### config.mk
export PLATFORM = sky130hd
export DESIGN_NAME = i2c_periph_regs
export DESIGN_NICKNAME = d
export VERILOG_FILES = /design/src/hdl/i2c_regs_pkg.sv /design/src/hdl/i2c_periph_regs.sv /design/src/hdl/apb_reg_port.sv /design/src/hdl/byte_fifo.sv /design/src/hdl/i2c_reg_port.sv
export SDC_FILE = /design/constraint.sdc
export NUM_CORES = 1
export LEC_CHECK = 0
export BUFFER_PORTS_ARGS = -buffer_cell sky130_fd_sc_hd__buf_2
export CAP_MARGIN = 10
export CELL_PAD_IN_SITES_DETAIL_PLACEMENT = 1
export CELL_PAD_IN_SITES_GLOBAL_PLACEMENT = 2
export CORE_AREA = 2 2 156 158
export DETAILED_ROUTE_END_ITERATION = 10
export DIE_AREA = 0 0 158 160
export PLACE_DENSITY_LB_ADDON = 0.1
export SKIP_CTS_REPAIR_TIMING = 1
export SYNTH_ARGS = -nofsm -noshare
export SYNTH_HDL_FRONTEND = slang
export SYNTH_HIERARCHICAL = 1
export SYNTH_SLANG_ARGS = --single-unit
### constraint.sdc
create_clock -name clk -period 4.35 [get_ports clk]
set_clock_uncertainty 0.15 [all_clocks]
set_input_delay 0 -clock clk [delete_from_list [all_inputs] [get_ports clk]]
set_output_delay 0 -clock clk [all_outputs]
set_load 0.05 [all_outputs]
### src/hdl/i2c_regs_pkg.sv
package i2c_regs_pkg;

  // bus widths
  localparam int host_addr_w = 12;
  localparam int host_data_w = 32;
  localparam int byte_w      = 8;
  localparam int dev_addr_w  = 7;

  // i2c-to-host fifo
  localparam int fifo_depth = 16;
  localparam int fifo_cnt_w = 5;  // holds 0..fifo_depth

  // reset values of the device configuration
  localparam logic [dev_addr_w-1:0] def_dev_addr      = 7'h6f;
  localparam logic [byte_w-1:0]     def_debounce_len  = 8'd20;
  localparam logic [byte_w-1:0]     def_scl_delay_len = 8'd20;
  localparam logic [byte_w-1:0]     def_sda_delay_len = 8'd8;

  // register indices, host side uses addr[9:2]
  localparam logic [byte_w-1:0] idx_dev_addr    = 8'h00;
  localparam logic [byte_w-1:0] idx_enable      = 8'h01;
  localparam logic [byte_w-1:0] idx_debounce    = 8'h02;
  localparam logic [byte_w-1:0] idx_scl_delay   = 8'h03;
  localparam logic [byte_w-1:0] idx_sda_delay   = 8'h04;
  localparam logic [byte_w-1:0] idx_mbox_data   = 8'h10;
  localparam logic [byte_w-1:0] idx_mbox_status = 8'h11;
  localparam logic [byte_w-1:0] idx_fifo_wr     = 8'h20;  // i2c push port
  localparam logic [byte_w-1:0] idx_fifo_rd     = 8'h21;  // host pop port
  localparam logic [byte_w-1:0] idx_fifo_flags  = 8'h24;
  localparam logic [byte_w-1:0] idx_irq_status  = 8'h50;
  localparam logic [byte_w-1:0] idx_irq_enable  = 8'h51;
  localparam logic [byte_w-1:0] idx_irq_select  = 8'h53;

  // fifo flags: either a code into the irq select byte, or named bits
  typedef union packed {
    logic [2:0] code;
    struct packed {
      logic full;   // count == depth
      logic half;   // count >= depth/2
      logic empty;  // count == 0
    } bits;
  } fifo_flags_u;

endpackage
### src/hdl/i2c_periph_regs.sv
module i2c_periph_regs
  import i2c_regs_pkg::*;
(
  input  logic                   clk,
  input  logic                   rst,
  // host side
  input  logic [host_addr_w-1:0] host_waddr_i,
  input  logic [host_data_w-1:0] host_wdata_i,
  input  logic                   host_wr_en_i,
  input  logic [host_addr_w-1:0] host_raddr_i,
  input  logic                   host_rd_done_i,
  output logic [host_data_w-1:0] host_rdata_o,
  // i2c side
  input  logic [byte_w-1:0]      i2c_addr_i,
  input  logic [byte_w-1:0]      i2c_wdata_i,
  input  logic                   i2c_wr_en_i,
  output logic [byte_w-1:0]      i2c_rdata_o,
  // device configuration
  output logic [dev_addr_w-1:0]  dev_addr_o,
  output logic                   enable_o,
  output logic [byte_w-1:0]      debounce_len_o,
  output logic [byte_w-1:0]      scl_delay_len_o,
  output logic [byte_w-1:0]      sda_delay_len_o,
  output logic                   host_irq_o
);

  logic              fifo_push;
  logic [byte_w-1:0] fifo_wdata;
  logic              fifo_pop;
  logic [byte_w-1:0] fifo_rdata;
  fifo_flags_u       fifo_flags;
  logic              mbox_wr;
  logic [byte_w-1:0] mbox_wdata;
  logic [byte_w-1:0] mbox_data;
  logic              mbox_status;

  // producer
  i2c_reg_port u_i2c_port (
    .clk             (clk),
    .rst             (rst),
    .i2c_addr_i      (i2c_addr_i),
    .i2c_wdata_i     (i2c_wdata_i),
    .i2c_wr_en_i     (i2c_wr_en_i),
    .dev_addr_i      (dev_addr_o),
    .enable_i        (enable_o),
    .debounce_len_i  (debounce_len_o),
    .scl_delay_len_i (scl_delay_len_o),
    .sda_delay_len_i (sda_delay_len_o),
    .mbox_data_i     (mbox_data),
    .mbox_status_i   (mbox_status),
    .fifo_flags_i    (fifo_flags),
    .i2c_rdata_o     (i2c_rdata_o),
    .mbox_wr_o       (mbox_wr),
    .mbox_wdata_o    (mbox_wdata),
    .fifo_push_o     (fifo_push),
    .fifo_wdata_o    (fifo_wdata)
  );

  byte_fifo u_fifo (
    .clk     (clk),
    .rst     (rst),
    .push_i  (fifo_push),
    .wdata_i (fifo_wdata),
    .pop_i   (fifo_pop),
    .rdata_o (fifo_rdata),
    .flags_o (fifo_flags)
  );

  // consumer, also owns the config registers
  apb_reg_port u_host_port (
    .clk             (clk),
    .rst             (rst),
    .host_waddr_i    (host_waddr_i),
    .host_wdata_i    (host_wdata_i),
    .host_wr_en_i    (host_wr_en_i),
    .host_raddr_i    (host_raddr_i),
    .host_rd_done_i  (host_rd_done_i),
    .mbox_wr_i       (mbox_wr),
    .mbox_wdata_i    (mbox_wdata),
    .fifo_rdata_i    (fifo_rdata),
    .fifo_flags_i    (fifo_flags),
    .host_rdata_o    (host_rdata_o),
    .fifo_pop_o      (fifo_pop),
    .dev_addr_o      (dev_addr_o),
    .enable_o        (enable_o),
    .debounce_len_o  (debounce_len_o),
    .scl_delay_len_o (scl_delay_len_o),
    .sda_delay_len_o (sda_delay_len_o),
    .mbox_data_o     (mbox_data),
    .mbox_status_o   (mbox_status),
    .host_irq_o      (host_irq_o)
  );

endmodule

### src/hdl/apb_reg_port.sv
module apb_reg_port
  import i2c_regs_pkg::*;
(
  input  logic                   clk,
  input  logic                   rst,
  input  logic [host_addr_w-1:0] host_waddr_i,
  input  logic [host_data_w-1:0] host_wdata_i,
  input  logic                   host_wr_en_i,
  input  logic [host_addr_w-1:0] host_raddr_i,
  input  logic                   host_rd_done_i,
  input  logic                   mbox_wr_i,
  input  logic [byte_w-1:0]      mbox_wdata_i,
  input  logic [byte_w-1:0]      fifo_rdata_i,
  input  fifo_flags_u            fifo_flags_i,
  output logic [host_data_w-1:0] host_rdata_o,
  output logic                   fifo_pop_o,
  output logic [dev_addr_w-1:0]  dev_addr_o,
  output logic                   enable_o,
  output logic [byte_w-1:0]      debounce_len_o,
  output logic [byte_w-1:0]      scl_delay_len_o,
  output logic [byte_w-1:0]      sda_delay_len_o,
  output logic [byte_w-1:0]      mbox_data_o,
  output logic                   mbox_status_o,
  output logic                   host_irq_o
);

  logic              wr_ok;
  logic              rd_ok;
  logic [byte_w-1:0] widx;
  logic [byte_w-1:0] ridx;
  logic [1:0]        irq_enable;
  logic [byte_w-1:0] irq_select;
  logic [1:0]        irq_status;
  fifo_flags_u       flags_q;
  logic [byte_w-1:0] rd_mux;

  // registers sit on 32-bit words, upper address bits must be zero
  assign widx  = host_waddr_i[byte_w+1:2];
  assign ridx  = host_raddr_i[byte_w+1:2];
  assign wr_ok = host_wr_en_i && (host_waddr_i[host_addr_w-1:byte_w+2] == '0);
  assign rd_ok = host_raddr_i[host_addr_w-1:byte_w+2] == '0;

  always_ff @(posedge clk or posedge rst) begin
    if (rst) begin
      dev_addr_o      <= def_dev_addr;
      enable_o        <= 1'b0;
      debounce_len_o  <= def_debounce_len;
      scl_delay_len_o <= def_scl_delay_len;
      sda_delay_len_o <= def_sda_delay_len;
      irq_enable      <= '0;
      irq_select      <= '0;
    end else if (wr_ok) begin
      case (widx)
        idx_dev_addr:   dev_addr_o      <= host_wdata_i[dev_addr_w-1:0];
        idx_enable:     enable_o        <= host_wdata_i[0];
        idx_debounce:   debounce_len_o  <= host_wdata_i[byte_w-1:0];
        idx_scl_delay:  scl_delay_len_o <= host_wdata_i[byte_w-1:0];
        idx_sda_delay:  sda_delay_len_o <= host_wdata_i[byte_w-1:0];
        idx_irq_enable: irq_enable      <= host_wdata_i[1:0];
        idx_irq_select: irq_select      <= host_wdata_i[byte_w-1:0];
        default: ;
      endcase
    end
  end

  // mailbox, fifo pop and flags snapshot
  always_ff @(posedge clk or posedge rst) begin
    if (rst) begin
      mbox_data_o   <= '0;
      mbox_status_o <= 1'b0;
      fifo_pop_o    <= 1'b0;
      flags_q       <= '0;
    end else begin
      if (mbox_wr_i) begin
        mbox_data_o <= mbox_wdata_i;
      end
      // a fresh write wins over a clear in the same cycle
      if (mbox_wr_i) begin
        mbox_status_o <= 1'b1;
      end else if (host_rd_done_i && rd_ok && ridx == idx_mbox_data) begin
        mbox_status_o <= 1'b0;
      end
      fifo_pop_o <= host_rd_done_i && rd_ok && (ridx == idx_fifo_rd);
      flags_q    <= fifo_flags_i;
    end
  end

  // select byte is indexed by the live flags code
  assign irq_status[1] = irq_enable[1] && irq_select[fifo_flags_i.code];
  assign irq_status[0] = irq_enable[0] && mbox_status_o;
  assign host_irq_o    = |irq_status;

  always_comb begin
    rd_mux = '0;
    if (rd_ok) begin
      case (ridx)
        idx_dev_addr:    rd_mux = byte_w'(dev_addr_o);
        idx_enable:      rd_mux = byte_w'(enable_o);
        idx_debounce:    rd_mux = debounce_len_o;
        idx_scl_delay:   rd_mux = scl_delay_len_o;
        idx_sda_delay:   rd_mux = sda_delay_len_o;
        idx_mbox_data:   rd_mux = mbox_data_o;
        idx_mbox_status: rd_mux = byte_w'(mbox_status_o);
        idx_fifo_rd:     rd_mux = fifo_rdata_i;  // head byte
        idx_fifo_flags:  rd_mux = byte_w'(flags_q.code);
        idx_irq_status:  rd_mux = byte_w'(irq_status);
        idx_irq_enable:  rd_mux = byte_w'(irq_enable);
        idx_irq_select:  rd_mux = irq_select;
        default:         rd_mux = '0;
      endcase
    end
  end

  always_ff @(posedge clk or posedge rst) begin
    if (rst) begin
      host_rdata_o <= '0;
    end else begin
      host_rdata_o <= host_data_w'(rd_mux);
    end
  end

endmodule

### src/hdl/byte_fifo.sv
module byte_fifo
  import i2c_regs_pkg::*;
(
  input  logic              clk,
  input  logic              rst,
  input  logic              push_i,
  input  logic [byte_w-1:0] wdata_i,
  input  logic              pop_i,
  output logic [byte_w-1:0] rdata_o,
  output fifo_flags_u       flags_o
);

  logic [byte_w-1:0]             mem [fifo_depth];
  logic [$clog2(fifo_depth)-1:0] wr_ptr;
  logic [$clog2(fifo_depth)-1:0] rd_ptr;  // wraps on its own, depth is 2^n
  logic [fifo_cnt_w-1:0]         count;
  logic                          push_ok;
  logic                          pop_ok;

  // full push dropped, empty pop ignored
  assign push_ok = push_i && !flags_o.bits.full;
  assign pop_ok  = pop_i && !flags_o.bits.empty;

  always_ff @(posedge clk) begin
    if (push_ok) begin
      mem[wr_ptr] <= wdata_i;
    end
  end

  always_ff @(posedge clk or posedge rst) begin
    if (rst) begin
      wr_ptr <= '0;
      rd_ptr <= '0;
      count  <= '0;
    end else begin
      if (push_ok) begin
        wr_ptr <= wr_ptr + 1'b1;
      end
      if (pop_ok) begin
        rd_ptr <= rd_ptr + 1'b1;
      end
      case ({push_ok, pop_ok})
        2'b10:   count <= count + 1'b1;
        2'b01:   count <= count - 1'b1;
        default: count <= count;  // both or neither
      endcase
    end
  end

  assign rdata_o = mem[rd_ptr];  // show-ahead head byte

  always_comb begin
    flags_o.bits.full  = (count == fifo_cnt_w'(fifo_depth));
    flags_o.bits.half  = (count >= fifo_cnt_w'(fifo_depth / 2));
    flags_o.bits.empty = (count == '0);
  end

endmodule

### src/hdl/i2c_reg_port.sv
module i2c_reg_port
  import i2c_regs_pkg::*;
(
  input  logic                  clk,
  input  logic                  rst,
  input  logic [byte_w-1:0]     i2c_addr_i,
  input  logic [byte_w-1:0]     i2c_wdata_i,
  input  logic                  i2c_wr_en_i,
  input  logic [dev_addr_w-1:0] dev_addr_i,
  input  logic                  enable_i,
  input  logic [byte_w-1:0]     debounce_len_i,
  input  logic [byte_w-1:0]     scl_delay_len_i,
  input  logic [byte_w-1:0]     sda_delay_len_i,
  input  logic [byte_w-1:0]     mbox_data_i,
  input  logic                  mbox_status_i,
  input  fifo_flags_u           fifo_flags_i,
  output logic [byte_w-1:0]     i2c_rdata_o,
  output logic                  mbox_wr_o,
  output logic [byte_w-1:0]     mbox_wdata_o,
  output logic                  fifo_push_o,
  output logic [byte_w-1:0]     fifo_wdata_o
);

  logic [byte_w-1:0] rd_mux;

  // mailbox is latched on the host side in this same edge
  assign mbox_wr_o    = i2c_wr_en_i && (i2c_addr_i == idx_mbox_data);
  assign mbox_wdata_o = i2c_wdata_i;

  // push strobe trails the i2c write by one cycle
  always_ff @(posedge clk or posedge rst) begin
    if (rst) begin
      fifo_push_o <= 1'b0;
    end else begin
      fifo_push_o <= i2c_wr_en_i && (i2c_addr_i == idx_fifo_wr);
    end
  end

  always_ff @(posedge clk) begin
    if (i2c_wr_en_i && (i2c_addr_i == idx_fifo_wr)) begin
      fifo_wdata_o <= i2c_wdata_i;
    end
  end

  always_comb begin
    case (i2c_addr_i)
      idx_dev_addr:    rd_mux = byte_w'(dev_addr_i);
      idx_enable:      rd_mux = byte_w'(enable_i);
      idx_debounce:    rd_mux = debounce_len_i;
      idx_scl_delay:   rd_mux = scl_delay_len_i;
      idx_sda_delay:   rd_mux = sda_delay_len_i;
      idx_mbox_data:   rd_mux = mbox_data_i;
      idx_mbox_status: rd_mux = byte_w'(mbox_status_i);
      idx_fifo_flags:  rd_mux = byte_w'(fifo_flags_i.code);
      default:         rd_mux = '0;  // unmapped reads as zero
    endcase
  end

  always_ff @(posedge clk or posedge rst) begin
    if (rst) begin
      i2c_rdata_o <= '0;
    end else begin
      i2c_rdata_o <= rd_mux;
    end
  end

endmodule

==> flow_metrics.env <==
export IMPL_drt_wl_total_um=26700
export IMPL_syn_area_per_cell_um2=14.7
export IMPL_clockRootBuffer="clkbuf_16"
export IMPL_start_util=0.420
export IMPL_post_synth_num_cell_types=67
export IMPL_number_of_max_slew_violations_in_the_final_report=0
export IMPL_gr_total_overflow=0
export IMPL_max_vdd_ir_drop_uv=269
export IMPL_placed_cell_area_mm2=0.0107
export IMPL_die_w_um=158
export IMPL_drtAntennaViolNets=0
export IMPL_nets=922
export IMPL_design_area_mm2=0.0121
export IMPL_core_area_mm2=0.0238
export IMPL_routed_wire_length_per_instance_um=22.7
export IMPL_hold_depth=6
export IMPL_synth_seq_cells=221
export IMPL_worst_path_largest_cell_delay_ps=610
export IMPL_grt_pass1_wl_um=39600
export IMPL_clkLatencyLatePin_ps=510
export IMPL_criticalPathCategory="reg -> reg"
export IMPL_tcrit_tclk_final=0.788
export IMPL_worst_slew_pin_slew_ps=856
export IMPL_clkSlewWorstSetupHoldPaths_ps=60
export IMPL_rsz0062_at_grt="false"
export IMPL_yosysSeqAreaShare=0.623
export IMPL_grt_max_degree=64
export IMPL_vias=6300
export IMPL_detailedRoute_firstIterationViolations=303
export IMPL_synth_enable_flop_cells=136
export IMPL_num_io_pins=150
export IMPL_timing_final_setup_violations=0
export IMPL_worstRegToRegCells=8
export IMPL_drt_first_pass_iters=6
export IMPL_layout_area_overhead_vs_synth_pct=20.7
export IMPL_timing_hold_worst_start="host_raddr_i[6]"
export IMPL_postSynth_asyncResetShare=0.385
export IMPL_worst_hold_path_type="in -> reg"
export IMPL_num_rows=57
export IMPL_muxShareOfSynthArea=0.160
export IMPL_synthesis_area_mm2=0.00999
export IMPL_worstSetupEndpointType="register"
export IMPL_tns_ps=0
export IMPL_clock_sink_count=221
export IMPL_outcome="finished, violations left"
export IMPL_h_tree_depth=1
export IMPL_synthTopCellsByArea="edfxtp_1, dfrtp_1, mux2i_1, mux2_2, mux4_2"
export IMPL_r2r_slack_ps=920
export IMPL_power_leakage_nw=4.76
export IMPL_detailedPlacementHpwl_um=19100
export IMPL_layout_min_cycle_time_ps=3430
export IMPL_synthXorXnorAreaFrac=0.00964
export IMPL_synthesis_yosys_warnings=6
export IMPL_antenna_cells_inserted=0
export IMPL_critical_path_top_delay_family="simple AND/OR/NAND/NOR gates"
export IMPL_tritoncts_clock_tree="yes"
export IMPL_finalCoreUtilization=0.506
export IMPL_post_synth_fa_ha_maj_area_fraction=0.0133
export IMPL_p_per_area_mw_per_mm2=375
export IMPL_worst_rel_slew_slack=0.427
export IMPL_synth_most_common_cell="edfxtp_1"
export IMPL_ranking_of_synthesized_cells_by_instance_count="edfxtp_1, dfrtp_1, mux2i_1"
export IMPL_via_per_inst=5.35
export IMPL_clock_fmax_mhz=292
export IMPL_worst_ep_arrival_time_ps=3720
export IMPL_synthesized_netlist_cell_count=678
export IMPL_drc=0
export IMPL_critPathRequiredTime_ps=4650
export IMPL_crit_fanout=5
export IMPL_tritoncts_num_buffers=24
export IMPL_die_area_mm2=0.0253
export IMPL_drive_above_1_share=0.279
export IMPL_ctsLongestPathBuffers=3
export IMPL_worst_path_max_delay_cell="nor4_1"
export IMPL_synth_ff_type="edfxtp_1"
export IMPL_initial_antenna_violation_count=0
export IMPL_number_of_global_route_vias_before_repair=6531
export IMPL_critical_path_cell_chain="nor4_1 -> and2_1 -> mux4_2 -> nor2_1 -> a311oi_1 -> nand4_1 -> a31oi_1 -> dlygate4sd3_1"
export IMPL_min_delay_worst_endpoint="u_host_port/host_rdata_o[2]$_DFF_PP0_"
export IMPL_die_h_um=160
export IMPL_place_congestion=0.844
export IMPL_synth_compound_area_share=0.0752
export IMPL_critical_path_startpoint_type="register"
export IMPL_holdWs_ps=-24.6
export IMPL_cp_buffers_inverters=1
export IMPL_timing_max_cap_violations=0
export IMPL_hold_violations=2
export IMPL_port_buffer_count=97
export IMPL_dominant_combinational_cell_family_by_area_after_synthesis="multiplexers"
export IMPL_synth_top_area_cell="edfxtp_1"
export IMPL_crit_reg2reg_capture="u_host_port/host_rdata_o[1]$_DFF_PP0_"
export IMPL_failed_checks="hold timing"
export IMPL_regToRegStartpoint="u_fifo/count[0]$_DFFE_PP0P_"
export IMPL_synth_top_cell_area_share=0.409
export IMPL_synth_simple_gate_area_frac=0.0766
export IMPL_globalRouteTotalUtil=0.211
## sequential cells by signal, summed over array words and instances, names as in the netlist, 5 cells and up
name,flops
u_host_port/host_rdata_o,8
u_fifo/count,5
u_host_port/irq_select,8
u_host_port/debounce_len_o,8
u_host_port/sda_delay_len_o,8
u_fifo/mem,128
u_i2c_port/fifo_wdata_o,8
u_host_port/dev_addr_o,7
u_i2c_port/i2c_rdata_o,8
u_host_port/scl_delay_len_o,8
u_host_port/mbox_data_o,8
## cell usage in the layout, fill, tap and decap left out, drive strengths merged, types with 5 or more instances in the layout
cell type / Yosys / routed
edfxtp: 136 / 136
buf: 51 / 108
dfrtp: 74 / 74
mux2: 67 / 67
dlygate4sd3: 0 / 59
mux2i: 45 / 45
nor2: 42 / 42
nand2: 34 / 34
clkbuf: 8 / 30
conb: 1 / 24
a221oi: 22 / 22
a22oi: 22 / 22
o21ai: 18 / 18
mux4: 17 / 17
nor3: 14 / 14
dfstp: 11 / 11
clkinv: 0 / 11
inv: 10 / 10
nand3: 10 / 10
a21oi: 9 / 9
ha: 9 / 9
xnor2: 8 / 8
nor2b: 6 / 6
and2: 5 / 5
## worst reg2reg max path, delay by kind of cell (launching register included)
kind | cells | cell delay [ps]
AOI/OAI and AO/OA | 2 | 690
buffers and inverters | 1 | 580
DFF | 1 | 450
muxes | 1 | 260
and+or+nand+nor | 4 | 1230
## how the worst max path moves through the flow
stage | startpoint | end | cells after the start
6_report | u_fifo/count[0]$_DFFE_PP0P_ | u_host_port/host_rdata_o[1]$_DFF_PP0_ | 8
5_1_grt | u_fifo/rd_ptr[0]$_DFFE_PP0P_ | u_host_port/host_rdata_o[1]$_DFF_PP0_ | 10
4_1_cts | u_fifo/count[0]$_DFFE_PP0P_ | host_irq_o | 7
3_5_place_dp | u_fifo/count[0]$_DFFE_PP0P_ | u_fifo/count[4]$_DFFE_PP0P_ | 9
3_3_place_gp | u_fifo/rd_ptr[0]$_DFFE_PP0P_ | u_host_port/host_rdata_o[4]$_DFF_PP0_ | 8
2_1_floorplan | u_fifo/count[0]$_DFFE_PP0P_ | u_fifo/count[4]$_DFFE_PP0P_ | 8
## final cells by class
type / count / area (um^2)
inverter: 10 / 37.5
multi-input combinational: 411 / 3430
fill: 2434 / 11800
tap: 324 / 405
clock buffer: 30 / 686
sequential: 221 / 6230
clock inverter: 14 / 119
timing repair buffer: 167 / 1160
## power breakdown
group | leakage (nW) | switching [mW] | internal, mW | total (mW)
clock network | 0.395 | 0.813 | 1.23 | 2.04
logic | 2.01 | 0.155 | 0.0766 | 0.231
registers | 2.36 | 0.0186 | 2.23 | 2.25
## kinds of logic after synthesis
family          count (synthesis)
xor+xnor                       11
flops                         221
compound gates                100
simple gates                  137
other cells                     1
mux                           129
fa+ha+maj                      10
buf+inv                        69
## layer usage
metal  vias up  part of all wire  global-route usage
met2       169              0.52               0.367
li1       2864                 -                   -
met3        48             0.038              0.0307
met4         0             0.038              0.0807
met5         -                 0                   0
met1      3219              0.41               0.264
## through the flow
step	power, mW	worst slack (ps)	hold WS, ps	std cells
floorplan	2.43	1610	-322	701
global placement	2.48	1390	-123	1074
detailed placement	2.49	1370	-115	1074
CTS	4.54	1030	-660	1118
global route	4.67	749	11.6	1177
finish	4.52	924	-24.6	1177
Power figures use the tool's default switching activity.
